### config.mk
export PLATFORM = sky130hd
export DESIGN_NAME = axil_router
export DESIGN_NICKNAME = d
export VERILOG_FILES = /design/src/hdl/axil_router_pkg.sv /design/src/hdl/axil_addr_decode.sv /design/src/hdl/axil_router_wr.sv /design/src/hdl/axil_router_rd.sv /design/src/hdl/axil_router.sv
export SDC_FILE = /design/constraint.sdc
export NUM_CORES = 1
export LEC_CHECK = 0
export BUFFER_PORTS_ARGS = -buffer_cell sky130_fd_sc_hd__buf_2
export CAP_MARGIN = 20
export CELL_PAD_IN_SITES_DETAIL_PLACEMENT = 0
export CELL_PAD_IN_SITES_GLOBAL_PLACEMENT = 2
export CORE_AREA = 2 2 171 173
export CTS_CLUSTER_DIAMETER = 150
export DETAILED_ROUTE_END_ITERATION = 6
export DIE_AREA = 0 0 173 175
export GPL_TIMING_DRIVEN = 0
export HOLD_SLACK_MARGIN = 0.1
export PLACE_DENSITY_LB_ADDON = 0.1
export SYNTH_ARGS = -nofsm -noshare
export SYNTH_HDL_FRONTEND = slang
export SYNTH_SLANG_ARGS = --single-unit
export TNS_END_PERCENT = 10
### constraint.sdc
create_clock -name clk -period 3.3 [get_ports clk]
set_clock_uncertainty 0.05 [all_clocks]
set_input_delay 0.33 -clock clk [delete_from_list [all_inputs] [get_ports clk]]
set_output_delay 0.33 -clock clk [all_outputs]
set_load 0.05 [all_outputs]
### src/hdl/axil_router_pkg.sv
package axil_router_pkg;

  // manager side address and the slice handed to each subordinate
  localparam int addr_w     = 16;
  localparam int sub_addr_w = 14;

  // data path is the same width on both sides
  localparam int data_w = 32;
  localparam int strb_w = data_w / 8;

  // address map: bits 15:14 pick the subordinate, value 3 is unmapped
  localparam int num_sub = 3;
  localparam int sel_w   = 2;
  localparam int sel_lsb = sub_addr_w;

  typedef enum logic [1:0] {
    resp_okay   = 2'b00,
    resp_exokay = 2'b01,
    resp_slverr = 2'b10,
    resp_decerr = 2'b11
  } resp_e;

  typedef enum logic [1:0] {
    wr_idle   = 2'd0,
    wr_fwd    = 2'd1,
    wr_wait_b = 2'd2,
    wr_resp   = 2'd3
  } wr_state_e;

  typedef enum logic [1:0] {
    rd_idle   = 2'd0,
    rd_fwd    = 2'd1,
    rd_wait_r = 2'd2,
    rd_resp   = 2'd3
  } rd_state_e;

endpackage

### src/hdl/axil_addr_decode.sv
`timescale 1ns/1ps

module axil_addr_decode
  import axil_router_pkg::*;
(
  input  logic [addr_w-1:0]     addr,
  output logic [sel_w-1:0]      sel,
  output logic                  dec_err,
  output logic [sub_addr_w-1:0] local_addr
);

  logic [sel_w-1:0] idx;

  // top address bits form the subordinate index
  assign idx = addr[sel_lsb +: sel_w];

  assign sel = idx;

  // anything past the last subordinate is answered by the router itself
  assign dec_err = (idx >= sel_w'(num_sub));

  assign local_addr = addr[sub_addr_w-1:0];

endmodule

### src/hdl/axil_router_wr.sv
`timescale 1ns/1ps

module axil_router_wr
  import axil_router_pkg::*;
(
  input  logic                                 clk,
  input  logic                                 rst_n,

  input  logic                                 awvalid,
  input  logic [addr_w-1:0]                    awaddr,
  output logic                                 awready,

  input  logic                                 wvalid,
  input  logic [data_w-1:0]                    wdata,
  input  logic [strb_w-1:0]                    wstrb,
  output logic                                 wready,

  output logic                                 bvalid,
  output resp_e                                bresp,
  input  logic                                 bready,

  output logic [num_sub-1:0]                   sub_awvalid,
  output logic [num_sub-1:0][sub_addr_w-1:0]   sub_awaddr,
  input  logic [num_sub-1:0]                   sub_awready,

  output logic [num_sub-1:0]                   sub_wvalid,
  output logic [num_sub-1:0][data_w-1:0]       sub_wdata,
  output logic [num_sub-1:0][strb_w-1:0]       sub_wstrb,
  input  logic [num_sub-1:0]                   sub_wready,

  input  logic [num_sub-1:0]                   sub_bvalid,
  input  logic [num_sub-1:0][1:0]              sub_bresp,
  output logic [num_sub-1:0]                   sub_bready
);

  wr_state_e             state;
  logic [sel_w-1:0]      dec_sel;
  logic                  dec_err;
  logic [sub_addr_w-1:0] dec_addr;
  logic [sel_w-1:0]      sel_q;
  logic [sub_addr_w-1:0] addr_q;
  logic [data_w-1:0]     data_q;
  logic [strb_w-1:0]     strb_q;
  resp_e                 bresp_q;
  logic                  aw_done;
  logic                  w_done;
  logic                  accept;
  logic                  aw_hs;
  logic                  w_hs;

  axil_addr_decode u_dec (
    .addr       (awaddr),
    .sel        (dec_sel),
    .dec_err    (dec_err),
    .local_addr (dec_addr)
  );

  // AW and W are only taken together
  assign accept  = (state == wr_idle) && awvalid && wvalid;
  assign awready = accept;
  assign wready  = accept;

  assign aw_hs = (state == wr_fwd) && !aw_done && sub_awready[sel_q];
  assign w_hs  = (state == wr_fwd) && !w_done && sub_wready[sel_q];

  always_ff @(posedge clk) begin
    if (!rst_n) begin
      state   <= wr_idle;
      aw_done <= 1'b0;
      w_done  <= 1'b0;
    end else begin
      case (state)
        wr_idle: begin
          aw_done <= 1'b0;
          w_done  <= 1'b0;
          if (accept) begin
            state <= dec_err ? wr_resp : wr_fwd;
          end
        end
        wr_fwd: begin
          aw_done <= aw_done | aw_hs;
          w_done  <= w_done | w_hs;
          if ((aw_done || aw_hs) && (w_done || w_hs)) begin
            state <= wr_wait_b;
          end
        end
        wr_wait_b: begin
          if (sub_bvalid[sel_q]) begin
            state <= wr_resp;
          end
        end
        wr_resp: begin
          if (bready) begin
            state <= wr_idle;
          end
        end
        default: state <= wr_idle;
      endcase
    end
  end

  // request payload and the response beat
  always_ff @(posedge clk) begin
    if (accept) begin
      sel_q   <= dec_sel;
      addr_q  <= dec_addr;
      data_q  <= wdata;
      strb_q  <= wstrb;
      bresp_q <= resp_decerr;
    end else if (state == wr_wait_b && sub_bvalid[sel_q]) begin
      bresp_q <= resp_e'(sub_bresp[sel_q]);
    end
  end

  // fan-out: payload goes to every port, only the selected one sees valid
  always_comb begin
    sub_awvalid = '0;
    sub_wvalid  = '0;
    sub_bready  = '0;
    for (int i = 0; i < num_sub; i++) begin
      sub_awaddr[i] = addr_q;
      sub_wdata[i]  = data_q;
      sub_wstrb[i]  = strb_q;
    end
    if (state == wr_fwd) begin
      sub_awvalid[sel_q] = !aw_done;
      sub_wvalid[sel_q]  = !w_done;
    end
    if (state == wr_wait_b) begin
      sub_bready[sel_q] = 1'b1;
    end
  end

  assign bvalid = (state == wr_resp);
  assign bresp  = bresp_q;

  sub_aw_onehot_a: assert property (@(posedge clk) disable iff (!rst_n)
    $onehot0(sub_awvalid) && $onehot0(sub_wvalid));

  bvalid_hold_a: assert property (@(posedge clk) disable iff (!rst_n)
    bvalid && !bready |=> bvalid && $stable(bresp));

  idle_quiet_a: assert property (@(posedge clk) disable iff (!rst_n)
    state == wr_idle |-> (sub_awvalid == '0) && (sub_wvalid == '0));

endmodule

### src/hdl/axil_router_rd.sv
`timescale 1ns/1ps

module axil_router_rd
  import axil_router_pkg::*;
(
  input  logic                                 clk,
  input  logic                                 rst_n,

  input  logic                                 arvalid,
  input  logic [addr_w-1:0]                    araddr,
  output logic                                 arready,

  output logic                                 rvalid,
  output logic [data_w-1:0]                    rdata,
  output resp_e                                rresp,
  input  logic                                 rready,

  output logic [num_sub-1:0]                   sub_arvalid,
  output logic [num_sub-1:0][sub_addr_w-1:0]   sub_araddr,
  input  logic [num_sub-1:0]                   sub_arready,

  input  logic [num_sub-1:0]                   sub_rvalid,
  input  logic [num_sub-1:0][data_w-1:0]       sub_rdata,
  input  logic [num_sub-1:0][1:0]              sub_rresp,
  output logic [num_sub-1:0]                   sub_rready
);

  rd_state_e             state;
  logic [sel_w-1:0]      dec_sel;
  logic                  dec_err;
  logic [sub_addr_w-1:0] dec_addr;
  logic [sel_w-1:0]      sel_q;
  logic [sub_addr_w-1:0] addr_q;
  logic [data_w-1:0]     rdata_q;
  resp_e                 rresp_q;
  logic                  accept;
  logic                  r_hs;

  axil_addr_decode u_dec (
    .addr       (araddr),
    .sel        (dec_sel),
    .dec_err    (dec_err),
    .local_addr (dec_addr)
  );

  assign arready = (state == rd_idle);
  assign accept  = arready && arvalid;
  assign r_hs    = (state == rd_wait_r) && sub_rvalid[sel_q];

  always_ff @(posedge clk) begin
    if (!rst_n) begin
      state <= rd_idle;
    end else begin
      case (state)
        rd_idle: begin
          if (accept) begin
            state <= dec_err ? rd_resp : rd_fwd;
          end
        end
        rd_fwd: begin
          if (sub_arready[sel_q]) begin
            state <= rd_wait_r;
          end
        end
        rd_wait_r: begin
          if (r_hs) begin
            state <= rd_resp;
          end
        end
        rd_resp: begin
          if (rready) begin
            state <= rd_idle;
          end
        end
        default: state <= rd_idle;
      endcase
    end
  end

  // unmapped reads get zero data with DECERR, otherwise the R beat is captured
  always_ff @(posedge clk) begin
    if (accept) begin
      sel_q   <= dec_sel;
      addr_q  <= dec_addr;
      rdata_q <= '0;
      rresp_q <= resp_decerr;
    end else if (r_hs) begin
      rdata_q <= sub_rdata[sel_q];
      rresp_q <= resp_e'(sub_rresp[sel_q]);
    end
  end

  always_comb begin
    sub_arvalid = '0;
    sub_rready  = '0;
    for (int i = 0; i < num_sub; i++) begin
      sub_araddr[i] = addr_q;
    end
    if (state == rd_fwd) begin
      sub_arvalid[sel_q] = 1'b1;
    end
    if (state == rd_wait_r) begin
      sub_rready[sel_q] = 1'b1;
    end
  end

  assign rvalid = (state == rd_resp);
  assign rdata  = rdata_q;
  assign rresp  = rresp_q;

  sub_ar_onehot_a: assert property (@(posedge clk) disable iff (!rst_n)
    $onehot0(sub_arvalid));

  rvalid_hold_a: assert property (@(posedge clk) disable iff (!rst_n)
    rvalid && !rready |=> rvalid && $stable(rdata) && $stable(rresp));

endmodule

### src/hdl/axil_router.sv
`timescale 1ns/1ps

module axil_router
  import axil_router_pkg::*;
(
  input  logic                                 clk,
  input  logic                                 rst_n,

  // manager port
  input  logic                                 awvalid,
  input  logic [addr_w-1:0]                    awaddr,
  output logic                                 awready,

  input  logic                                 wvalid,
  input  logic [data_w-1:0]                    wdata,
  input  logic [strb_w-1:0]                    wstrb,
  output logic                                 wready,

  output logic                                 bvalid,
  output resp_e                                bresp,
  input  logic                                 bready,

  input  logic                                 arvalid,
  input  logic [addr_w-1:0]                    araddr,
  output logic                                 arready,

  output logic                                 rvalid,
  output logic [data_w-1:0]                    rdata,
  output resp_e                                rresp,
  input  logic                                 rready,

  // subordinate ports, one slot per subordinate
  output logic [num_sub-1:0]                   sub_awvalid,
  output logic [num_sub-1:0][sub_addr_w-1:0]   sub_awaddr,
  input  logic [num_sub-1:0]                   sub_awready,

  output logic [num_sub-1:0]                   sub_wvalid,
  output logic [num_sub-1:0][data_w-1:0]       sub_wdata,
  output logic [num_sub-1:0][strb_w-1:0]       sub_wstrb,
  input  logic [num_sub-1:0]                   sub_wready,

  input  logic [num_sub-1:0]                   sub_bvalid,
  input  logic [num_sub-1:0][1:0]              sub_bresp,
  output logic [num_sub-1:0]                   sub_bready,

  output logic [num_sub-1:0]                   sub_arvalid,
  output logic [num_sub-1:0][sub_addr_w-1:0]   sub_araddr,
  input  logic [num_sub-1:0]                   sub_arready,

  input  logic [num_sub-1:0]                   sub_rvalid,
  input  logic [num_sub-1:0][data_w-1:0]       sub_rdata,
  input  logic [num_sub-1:0][1:0]              sub_rresp,
  output logic [num_sub-1:0]                   sub_rready
);

  // read and write paths run independently, each with its own decoder
  axil_router_wr u_wr (
    .*
  );

  axil_router_rd u_rd (
    .*
  );

endmodule

* After elaboration in Yosys (flattened, before gate mapping)
Index checks and enable logic that the tools add are counted.
** Operators by class
- Bitwise gates (word level) :: 4
- Mux-type cells :: 39
- Reductions and logical operators :: 21
- Order comparisons :: 6
- Equality and inequality tests :: 14
** Operators with widths (count)
- $bmux W32 S2 :: 1
- $mux W32 :: 1
- $mux W2 :: 12
- $pmux W2 S4 :: 2
- $mux W3 :: 5
- $logic_and A1 B1 Y1 :: 12
- $bmux W1 S2 :: 5
- $ne A2 B1 Y1 const B :: 5
- $bmux W2 S2 :: 2
- $eq A2 B2 Y1 const B :: 4
- $reduce_and A4 Y1 :: 2
- $mux W1 :: 7
- $and A3 B3 Y3 :: 2
- $lt A2 B3 Y1 const B :: 2
- $ne A2 B2 Y1 const B :: 3
- $demux W1 S2 :: 2
- $eq A2 B1 Y1 const B :: 2
- $ge A2 B1 Y1 const B :: 2
- $ge A2 B2 Y1 const B :: 2
- $logic_not A2 Y1 :: 2
- $pmux W1 S2 :: 2
- $logic_not A1 Y1 :: 2
- $logic_or A1 B1 Y1 :: 2
- $or A1 B1 Y1 :: 2
- $reduce_bool A2 Y1 :: 1
** Word-level totals
- Bits in registers :: 110
- Output and inout bits :: 248

* Logic depth before layout (Yosys ltp)
Gate-level depths: netlist (run 1).
- Depth in word-level cells :: 7
- Depth in mapped cells :: 6
- Mapped depth without buffers :: 6

* By module
Synthesis (run 1) repeated with hierarchy kept, for this count alone.
** Second synthesis, totals
- Cell total of the unflattened synthesis :: 565
- Area, all modules :: 6137.1 µm²
** By module, submodules not included
- axil_router_rd :: area each 3046.7 µm², times used 1, cells an instance 313, seq. area each 1201.2 µm²
- axil_router_wr :: area each 2837.7 µm², times used 1, cells an instance 218, seq. area each 1681.6 µm²
- axil_addr_decode :: area each 126.4 µm², times used 2, cells an instance 17, seq. area each 0.0 µm²

* Worst setup path after synthesis (run 1)
OpenSTA, ideal clock, no wires.
- Path type :: reg-to-output
- From :: register u_wr.state[0]
- To :: output wready
- Setup slack :: 0.461 ns
- Cell stages (with the launch flop) :: 6
- Buffers on the path :: 1
- Data required time :: 2.920 ns
- Arrival time :: 2.459 ns
- Cell sequence :: dfxtp_1 > inv_1 > ha_1 > nand3_1 > inv_1 > buf_4
** Between the ends
- Cells in the longest elaborated chain, start to end :: 3
** Ends and longest elaborated chain
- start, declared :: RTL line axil_router_wr.sv:36 : wr_state_e state;
- start signal, assigned :: RTL line axil_router_wr.sv:68 : state <= wr_idle;
- start signal, assigned :: RTL line axil_router_wr.sv:77 : state <= dec_err ? wr_resp : wr_fwd;
- start signal, assigned :: RTL line axil_router_wr.sv:84 : state <= wr_wait_b;
- $logic_not A2 Y1 :: RTL line axil_router_wr.sv:59 : assign accept = (state == wr_idle) && awvalid && wvalid;
- $logic_and A1 B1 Y1 (2 in series) :: RTL line axil_router_wr.sv:59
- end, declared :: RTL line axil_router.sv:17 : output logic wready,
Every way passes these cells.

* Worst setup path in the final report (run 1)
- From :: register u_rd.state[0]
- To :: output sub_rready[2]
** Between the ends
- Cells in the longest elaborated chain, start to end :: 2
** Ends and longest elaborated chain
- start, declared :: RTL line axil_router_rd.sv:28 : rd_state_e state;
- start signal, assigned :: RTL line axil_router_rd.sv:52 : state <= rd_idle;
- start signal, assigned :: RTL line axil_router_rd.sv:57 : state <= dec_err ? rd_resp : rd_fwd;
- start signal, assigned :: RTL line axil_router_rd.sv:62 : state <= rd_wait_r;
- $eq A2 B2 Y1 :: RTL line axil_router_rd.sv:102 : if (state == rd_wait_r) begin
- $mux W3 :: RTL line axil_router_rd.sv:102
- end, declared :: RTL line axil_router.sv:53 : output logic [num_sub-1:0] sub_rready
Every way passes these cells.

==> results.sh, run 1 <==
export IMPL_routed_wl_mm=24.2
export IMPL_crit_chain="inv_1 -> ha_1 -> clkbuf_1 -> clkbuf_1 -> and3_1 -> buf_2"
export IMPL_ys_warn_count=0
export IMPL_cts_resized=0
export IMPL_fin_crit_ns=2.78
export IMPL_cp_arrival_ns=2.40
export IMPL_io_pins=446
export IMPL_crit_type="reg -> out"
export IMPL_postRouteAntennaNets=0
export IMPL_maxCapViolations=0
export IMPL_drive_gt1_share_pct=57.8
export IMPL_outcome="completed"
export IMPL_end_kind="primary output"
export IMPL_p_leak_nw=4.60
export IMPL_synth_largest_area_cell="edfxtp_1"
export IMPL_gr_total_overflow=0
export IMPL_period_share_pct=84.3
export IMPL_fin_area_um2=9440
export IMPL_syn_avg_cell_area_um2=10.7
export IMPL_area_growth_pct=64.1
export IMPL_synth_edf_count=68
export IMPL_power_density_nw_per_um2=736
export IMPL_synth_top_area_share_pct=35.5
export IMPL_vias=5657
export IMPL_cp_max_fo=10
export IMPL_cts_root_buf="clkbuf_16"
export IMPL_cts_buffer_depth=2
export IMPL_clock_sinks=110
export IMPL_vias_per_cell=3.89
export IMPL_placed_cells=1371
export IMPL_multi_input_area_um2=1710
export IMPL_finalSetupViolCount=0
export IMPL_fin_cells=1455
export IMPL_synth_cell_types=42
export IMPL_syn_num_nets=748
export IMPL_core_um2=28400
export IMPL_final_util_pct=33.3
export IMPL_holdWs_ns=0.123
export IMPL_max_freq_mhz=359
export IMPL_async_flop_share_pct=0
export IMPL_cp_startpoint="u_rd.state[0]$_SDFFE_PN0P_"
export IMPL_worstReg2RegStart="u_rd.state[0]$_SDFFE_PN0P_"
export IMPL_cts_inserted_buffers=9
export IMPL_antenna_found_initial=3
export IMPL_start_util_pct=20.3
export IMPL_cts_tree="yes"
export IMPL_grt_max_degree=38
export IMPL_synthFlopType="edfxtp_1"
export IMPL_chipHeight_um=175
export IMPL_min_path_type="in -> reg"
export IMPL_worstSetupStartpointType="register"
export IMPL_crit_slowest_cell="clkbuf_1"
export IMPL_hold_viol_final=0
export IMPL_synth_commonest_cells="buf_4 (131), a21oi_1 (71), edfxtp_1 (68)"
export IMPL_netlist_area_um2=5750
export IMPL_die_area_um2=30300
export IMPL_synth_area_leaders="edfxtp_1 (35%), buf_4 (17%), dfxtp_1 (15%)"
export IMPL_grt_use_total_pct=15.4
export IMPL_cpMostUsedCell="clkbuf_1"
export IMPL_fillers=3042
export IMPL_drc_errors=0
export IMPL_drtIter0Drc=148
export IMPL_synth_seq_cells=110
export IMPL_io_buffers=445
export IMPL_cts_clk_slew_worst_paths_ns=0.08
export IMPL_fp_dieW_um=173
export IMPL_std_cell_rows=62
export IMPL_firstDrtPassIters=4
export IMPL_worstSkewPairLatency_ns=0.36
export IMPL_synthCells=540
export IMPL_slew_violations=0
export IMPL_min_from="araddr[15]"
export IMPL_maxSlewHeadroom_pct=50.3
export IMPL_grt_pass1_wl_mm=35.2
export IMPL_htreeDepth=3
export IMPL_peakVddDrop_mv=0.270
export IMPL_cpPeakStageDelay_ns=0.46
export IMPL_grt_pass1_vias=5735
export IMPL_post_drt_wl_per_cell_um=16.7
export IMPL_regArea_um2=2880
export IMPL_place_area_um2=8500
export IMPL_tightest_slew_ns=0.745
export IMPL_crit_required_ns=2.92
export IMPL_dp_hpwl_mm=20.0
export IMPL_place_congestion=0.802
export IMPL_final_nets=1271
export IMPL_rsz0062_at_grt="false"
export IMPL_ys_seq_area_share_pct=50.1
export IMPL_synth_most_common_cell="buf_4"
## registers in the layout, summed over array words and instances, names as in the netlist, 2 cells and up
signal,flops
u_wr.bresp,2
u_rd.addr_q,14
u_wr.sel_q,2
u_rd.rresp,2
u_wr.state,2
u_wr.data_q,32
u_rd.rdata,32
u_rd.state,2
u_wr.addr_q,14
u_rd.sel_q,2
u_wr.strb_q,4
## worst paths after layout
| kind | end | slack, ns | cells after the start |
|---|---|---|---|
| max | sub_rready[2] | 0.52 | 6 |
| min | u_rd.sel_q[1]$_DFFE_PP_ | 0.12 | 1 |
| max reg2reg | u_rd.sel_q[1]$_DFFE_PP_ | 1.08 | 6 |
| min reg2reg | u_rd.state[1]$_SDFFE_PN0P_ | 0.46 | 2 |
## worst max-delay path: cells and delay by family (launching register included)
kind / cells / cell delay (ns)
buffers and inverters: 4 / 1.28
flip-flops: 1 / 0.36
AND/OR/NAND/NOR: 1 / 0.21
adder cells (fa/ha/maj): 1 / 0.19
## cells in the final DEF, fill, tap and decap left out, types with 2 or more instances in the layout
cell type,instances
a221oi_2,2
o21ai_0,7
nand3b_1,3
clkbuf_16,9
inv_8,2
ha_1,10
mux2i_1,40
and3_1,2
a211oi_1,33
clkinv_4,2
dfxtp_1,42
edfxtp_1,68
o21a_1,2
nand2_1,7
buf_1,2
a2111oi_0,3
nand2b_1,2
diode_2,3
a21oi_1,71
inv_1,16
clkbuf_1,12
buf_4,131
nor3_1,7
buf_2,456
nor2_1,45
dlygate4sd3_1,65
inv_6,2
nor2b_1,2
mux2_2,2
## where the power goes
group | internal, W | switching [W]
sequential | 0.00180 | 0.000188
combinational | 0.00107 | 0.00277
clock | 0.000533 | 0.000588
## per-layer routing
layer,global-route usage [%],vias up,wire length (um)
met2,28.2,234,12600
met1,17.4,2570,9580
met4,4.20,0,281
met3,4.46,15,1760
met5,0,-,0
li1,-,2838,-
## cell families after synthesis
family                   Yosys count  synth area share, %
AND/OR/NAND/NOR                   75                 6.00
AO/OA/AOI/OAI                    129                 14.1
flip-flops                       110                 50.1
multiplexers                      42                 7.35
buffers and inverters            174                 20.3
adder cells (fa/ha/maj)           10                 2.17
## what timing repair did
item,4_1_cts,5_1_grt
hold buffers,65,0
endpoints found under the hold margin,65,0
buffers inserted,0,0
## per-stage QoR
step	worst slack [ns]	power, W	setup TNS (ns)
global route	0.306	0.00732	0
finish	0.517	0.00695	0
floorplan	0.461	0.00483	0
CTS	0.494	0.00706	0
detailed placement	0.898	0.00584	0
global placement	-0.300	0.00584	-0.590
## cell type report
cell class,count,share of cell area (%)
Inverter,17,0.676
Timing Repair Buffer,512,30.8
Buffer,157,11.7
Sequential cell,110,30.5
Antenna cell,3,0.0795
Clock inverter,7,0.663
Multi-Input combinational cell,256,18.1
Clock buffer,9,2.39
Tap cell,384,5.09
Power figures use the tool's default switching activity.
==> inputs of run 2 (changes only) <==
Settings changed: CORE_AREA 2 2 171 173 to not set, CORE_UTILIZATION set to 19, DIE_AREA 0 0 173 175 to not set.
Clock period 3.3 ns to 2.4 ns, I/O delays scaled along.
==> results.sh, run 2 (synthesis gave the netlist of run 1 again) <==
export IMPL_outcome="completed"
export IMPL_io_buffers=445
export IMPL_hold_depth=2
export IMPL_io_pins=446
export IMPL_firstDrtPassIters=4
export IMPL_fp_dieW_um=176
export IMPL_post_drt_wl_per_cell_um=16.6
export IMPL_std_cell_rows=63
export IMPL_power_density_nw_per_um2=1000
export IMPL_core_um2=29700
export IMPL_fin_crit_ns=2.27
export IMPL_drtIter0Drc=132
export IMPL_htreeDepth=3
export IMPL_rsz0062_at_grt="true"
export IMPL_dp_hpwl_mm=20.1
export IMPL_routed_wl_mm=24.3
export IMPL_area_growth_pct=64.9
export IMPL_cts_clk_slew_worst_paths_ns=0.08
export IMPL_tightest_slew_ns=0.696
export IMPL_cts_buffer_depth=2
export IMPL_min_path_type="in -> reg"
export IMPL_place_area_um2=8500
export IMPL_final_nets=1275
export IMPL_cts_root_buf="clkbuf_16"
export IMPL_hold_viol_final=0
export IMPL_drive_gt1_share_pct=57.9
export IMPL_min_from="rst_n"
export IMPL_worstReg2RegStart="u_wr.state[0]$_SDFFE_PN0P_"
export IMPL_worstSetupStartpointType="register"
export IMPL_vias=5702
export IMPL_slew_violations=0
export IMPL_reg2regPathDepth=4
export IMPL_antenna_found_initial=4
export IMPL_grt_pass1_wl_mm=35.4
export IMPL_place_congestion=0.775
export IMPL_cp_arrival_ns=1.98
export IMPL_crit_required_ns=2.11
export IMPL_cts_inserted_buffers=9
export IMPL_maxSlewHeadroom_pct=53.3
export IMPL_fin_setup_tns_ns=0
export IMPL_reg2reg_slack_ns=0.18
export IMPL_fin_area_um2=9490
export IMPL_p_leak_nw=4.61
export IMPL_clock_sinks=110
export IMPL_postRouteAntennaNets=0
export IMPL_start_util_pct=19.4
export IMPL_cp_max_fo=4
export IMPL_grt_pass1_vias=5757
export IMPL_max_freq_mhz=441
export IMPL_drc_errors=0
export IMPL_vias_per_cell=3.89
export IMPL_grt_max_degree=29
export IMPL_hold_path_end="u_rd.state[0]$_SDFFE_PN0P_"
export IMPL_cts_tree="yes"
export IMPL_final_common_cell="buf_2"
export IMPL_chipHeight_um=176
export IMPL_layout_common_cells="buf_2 (458), buf_4 (131), a21oi_1 (71), dlygate4sd3_1 (68), edfxtp_1 (68)"
export IMPL_worstSkewPairLatency_ns=0.36
export IMPL_period_share_pct=94.5
export IMPL_die_area_um2=31000
export IMPL_r2r_end="u_wr.addr_q[10]$_DFFE_PP_"
export IMPL_finalSetupViolCount=0
export IMPL_peakVddDrop_mv=0.478
export IMPL_gr_total_overflow=0
export IMPL_crit_type="reg -> out"
export IMPL_end_kind="primary output"
export IMPL_maxCapViolations=0
export IMPL_grt_use_total_pct=15.4
[run 2: worst max-delay path, stage by stage, from the launching register on]
cell        delay (ns)
dfxtp_1           0.37
inv_1             0.11
ha_1              0.27
nand3_1           0.27
clkinvlp_4        0.25
buf_6             0.16
buf_2             0.20
[run 2: layout make-up]
type | instances | area, um^2
multi-input combinational | 256 | 1710
tap | 390 | 488
sequential | 110 | 2880
clock inverter | 6 | 55.1
fill | 3301 | 20200
timing repair buffer | 515 | 2940
antenna | 2 | 5.00
clock buffer | 10 | 229
timing repair inverter | 1 | 5.00
buffer | 157 | 1110
inverter | 17 | 67.6
[run 2: how the worst max path moves through the flow]
stage | slack (ns) | cells after the start | end | startpoint
2_1_floorplan | 0.03 | 5 | wready | u_wr.state[0]$_SDFFE_PN0P_
3_3_place_gp | -0.62 | 6 | wready | u_wr.state[0]$_SDFFE_PN0P_
3_5_place_dp | -0.01 | 6 | wready | u_wr.state[1]$_SDFFE_PN0P_
4_1_cts | 0.01 | 6 | sub_rready[2] | u_rd.state[0]$_SDFFE_PN0P_
5_1_grt | -0.03 | 4 | u_wr.addr_q[10]$_DFFE_PP_ | u_wr.state[0]$_SDFFE_PN0P_
6_report | 0.13 | 6 | wready | u_wr.state[0]$_SDFFE_PN0P_
[run 2: routing by layer]
layer | track usage (%) | part of all wire, % | up-vias
met1 | 16.8 | 39 | 2587
li1 | - | - | 2841
met4 | 4.35 | 1.3 | 4
met2 | 28.6 | 52 | 252
met3 | 4.50 | 7.8 | 18
met5 | 0 | 0.11 | -
[run 2: timing repair]
item	in CTS	in global routing
setup endpoints to repair	5	14
pin swaps	0	0
hold buffers	68	0
gates resized for setup	3	3
cloned	1	0
hold endpoints to repair	68	0
setup buffers	1	0
[run 2: through the flow]
stage / hold WS [ns] / setup slack [ns] / std cells / utilization [%] / total power [W]
global placement: 0.367 / -0.624 / 1375 / 28.5 / 0.00803
global route: 0.140 / -0.0296 / 1464 / 31.9 / 0.0100
floorplan: 0.289 / 0.0252 / 540 / - / 0.00665
finish: 0.142 / 0.133 / 1464 / 31.9 / 0.00949
detailed placement: 0.368 / -0.0109 / 1376 / 28.6 / 0.00801
CTS: 0.133 / 0.0142 / 1462 / 31.9 / 0.00968
[run 2: power breakdown]
| part | leakage [nW] | switching, W | internal [W] |
|---|---|---|---|
| logic | 3.50 | 0.00379 | 0.00147 |
| clock network | 0.133 | 0.000770 | 0.000726 |
| registers | 0.975 | 0.000263 | 0.00248 |
| total | 4.61 | 0.00482 | 0.00467 |
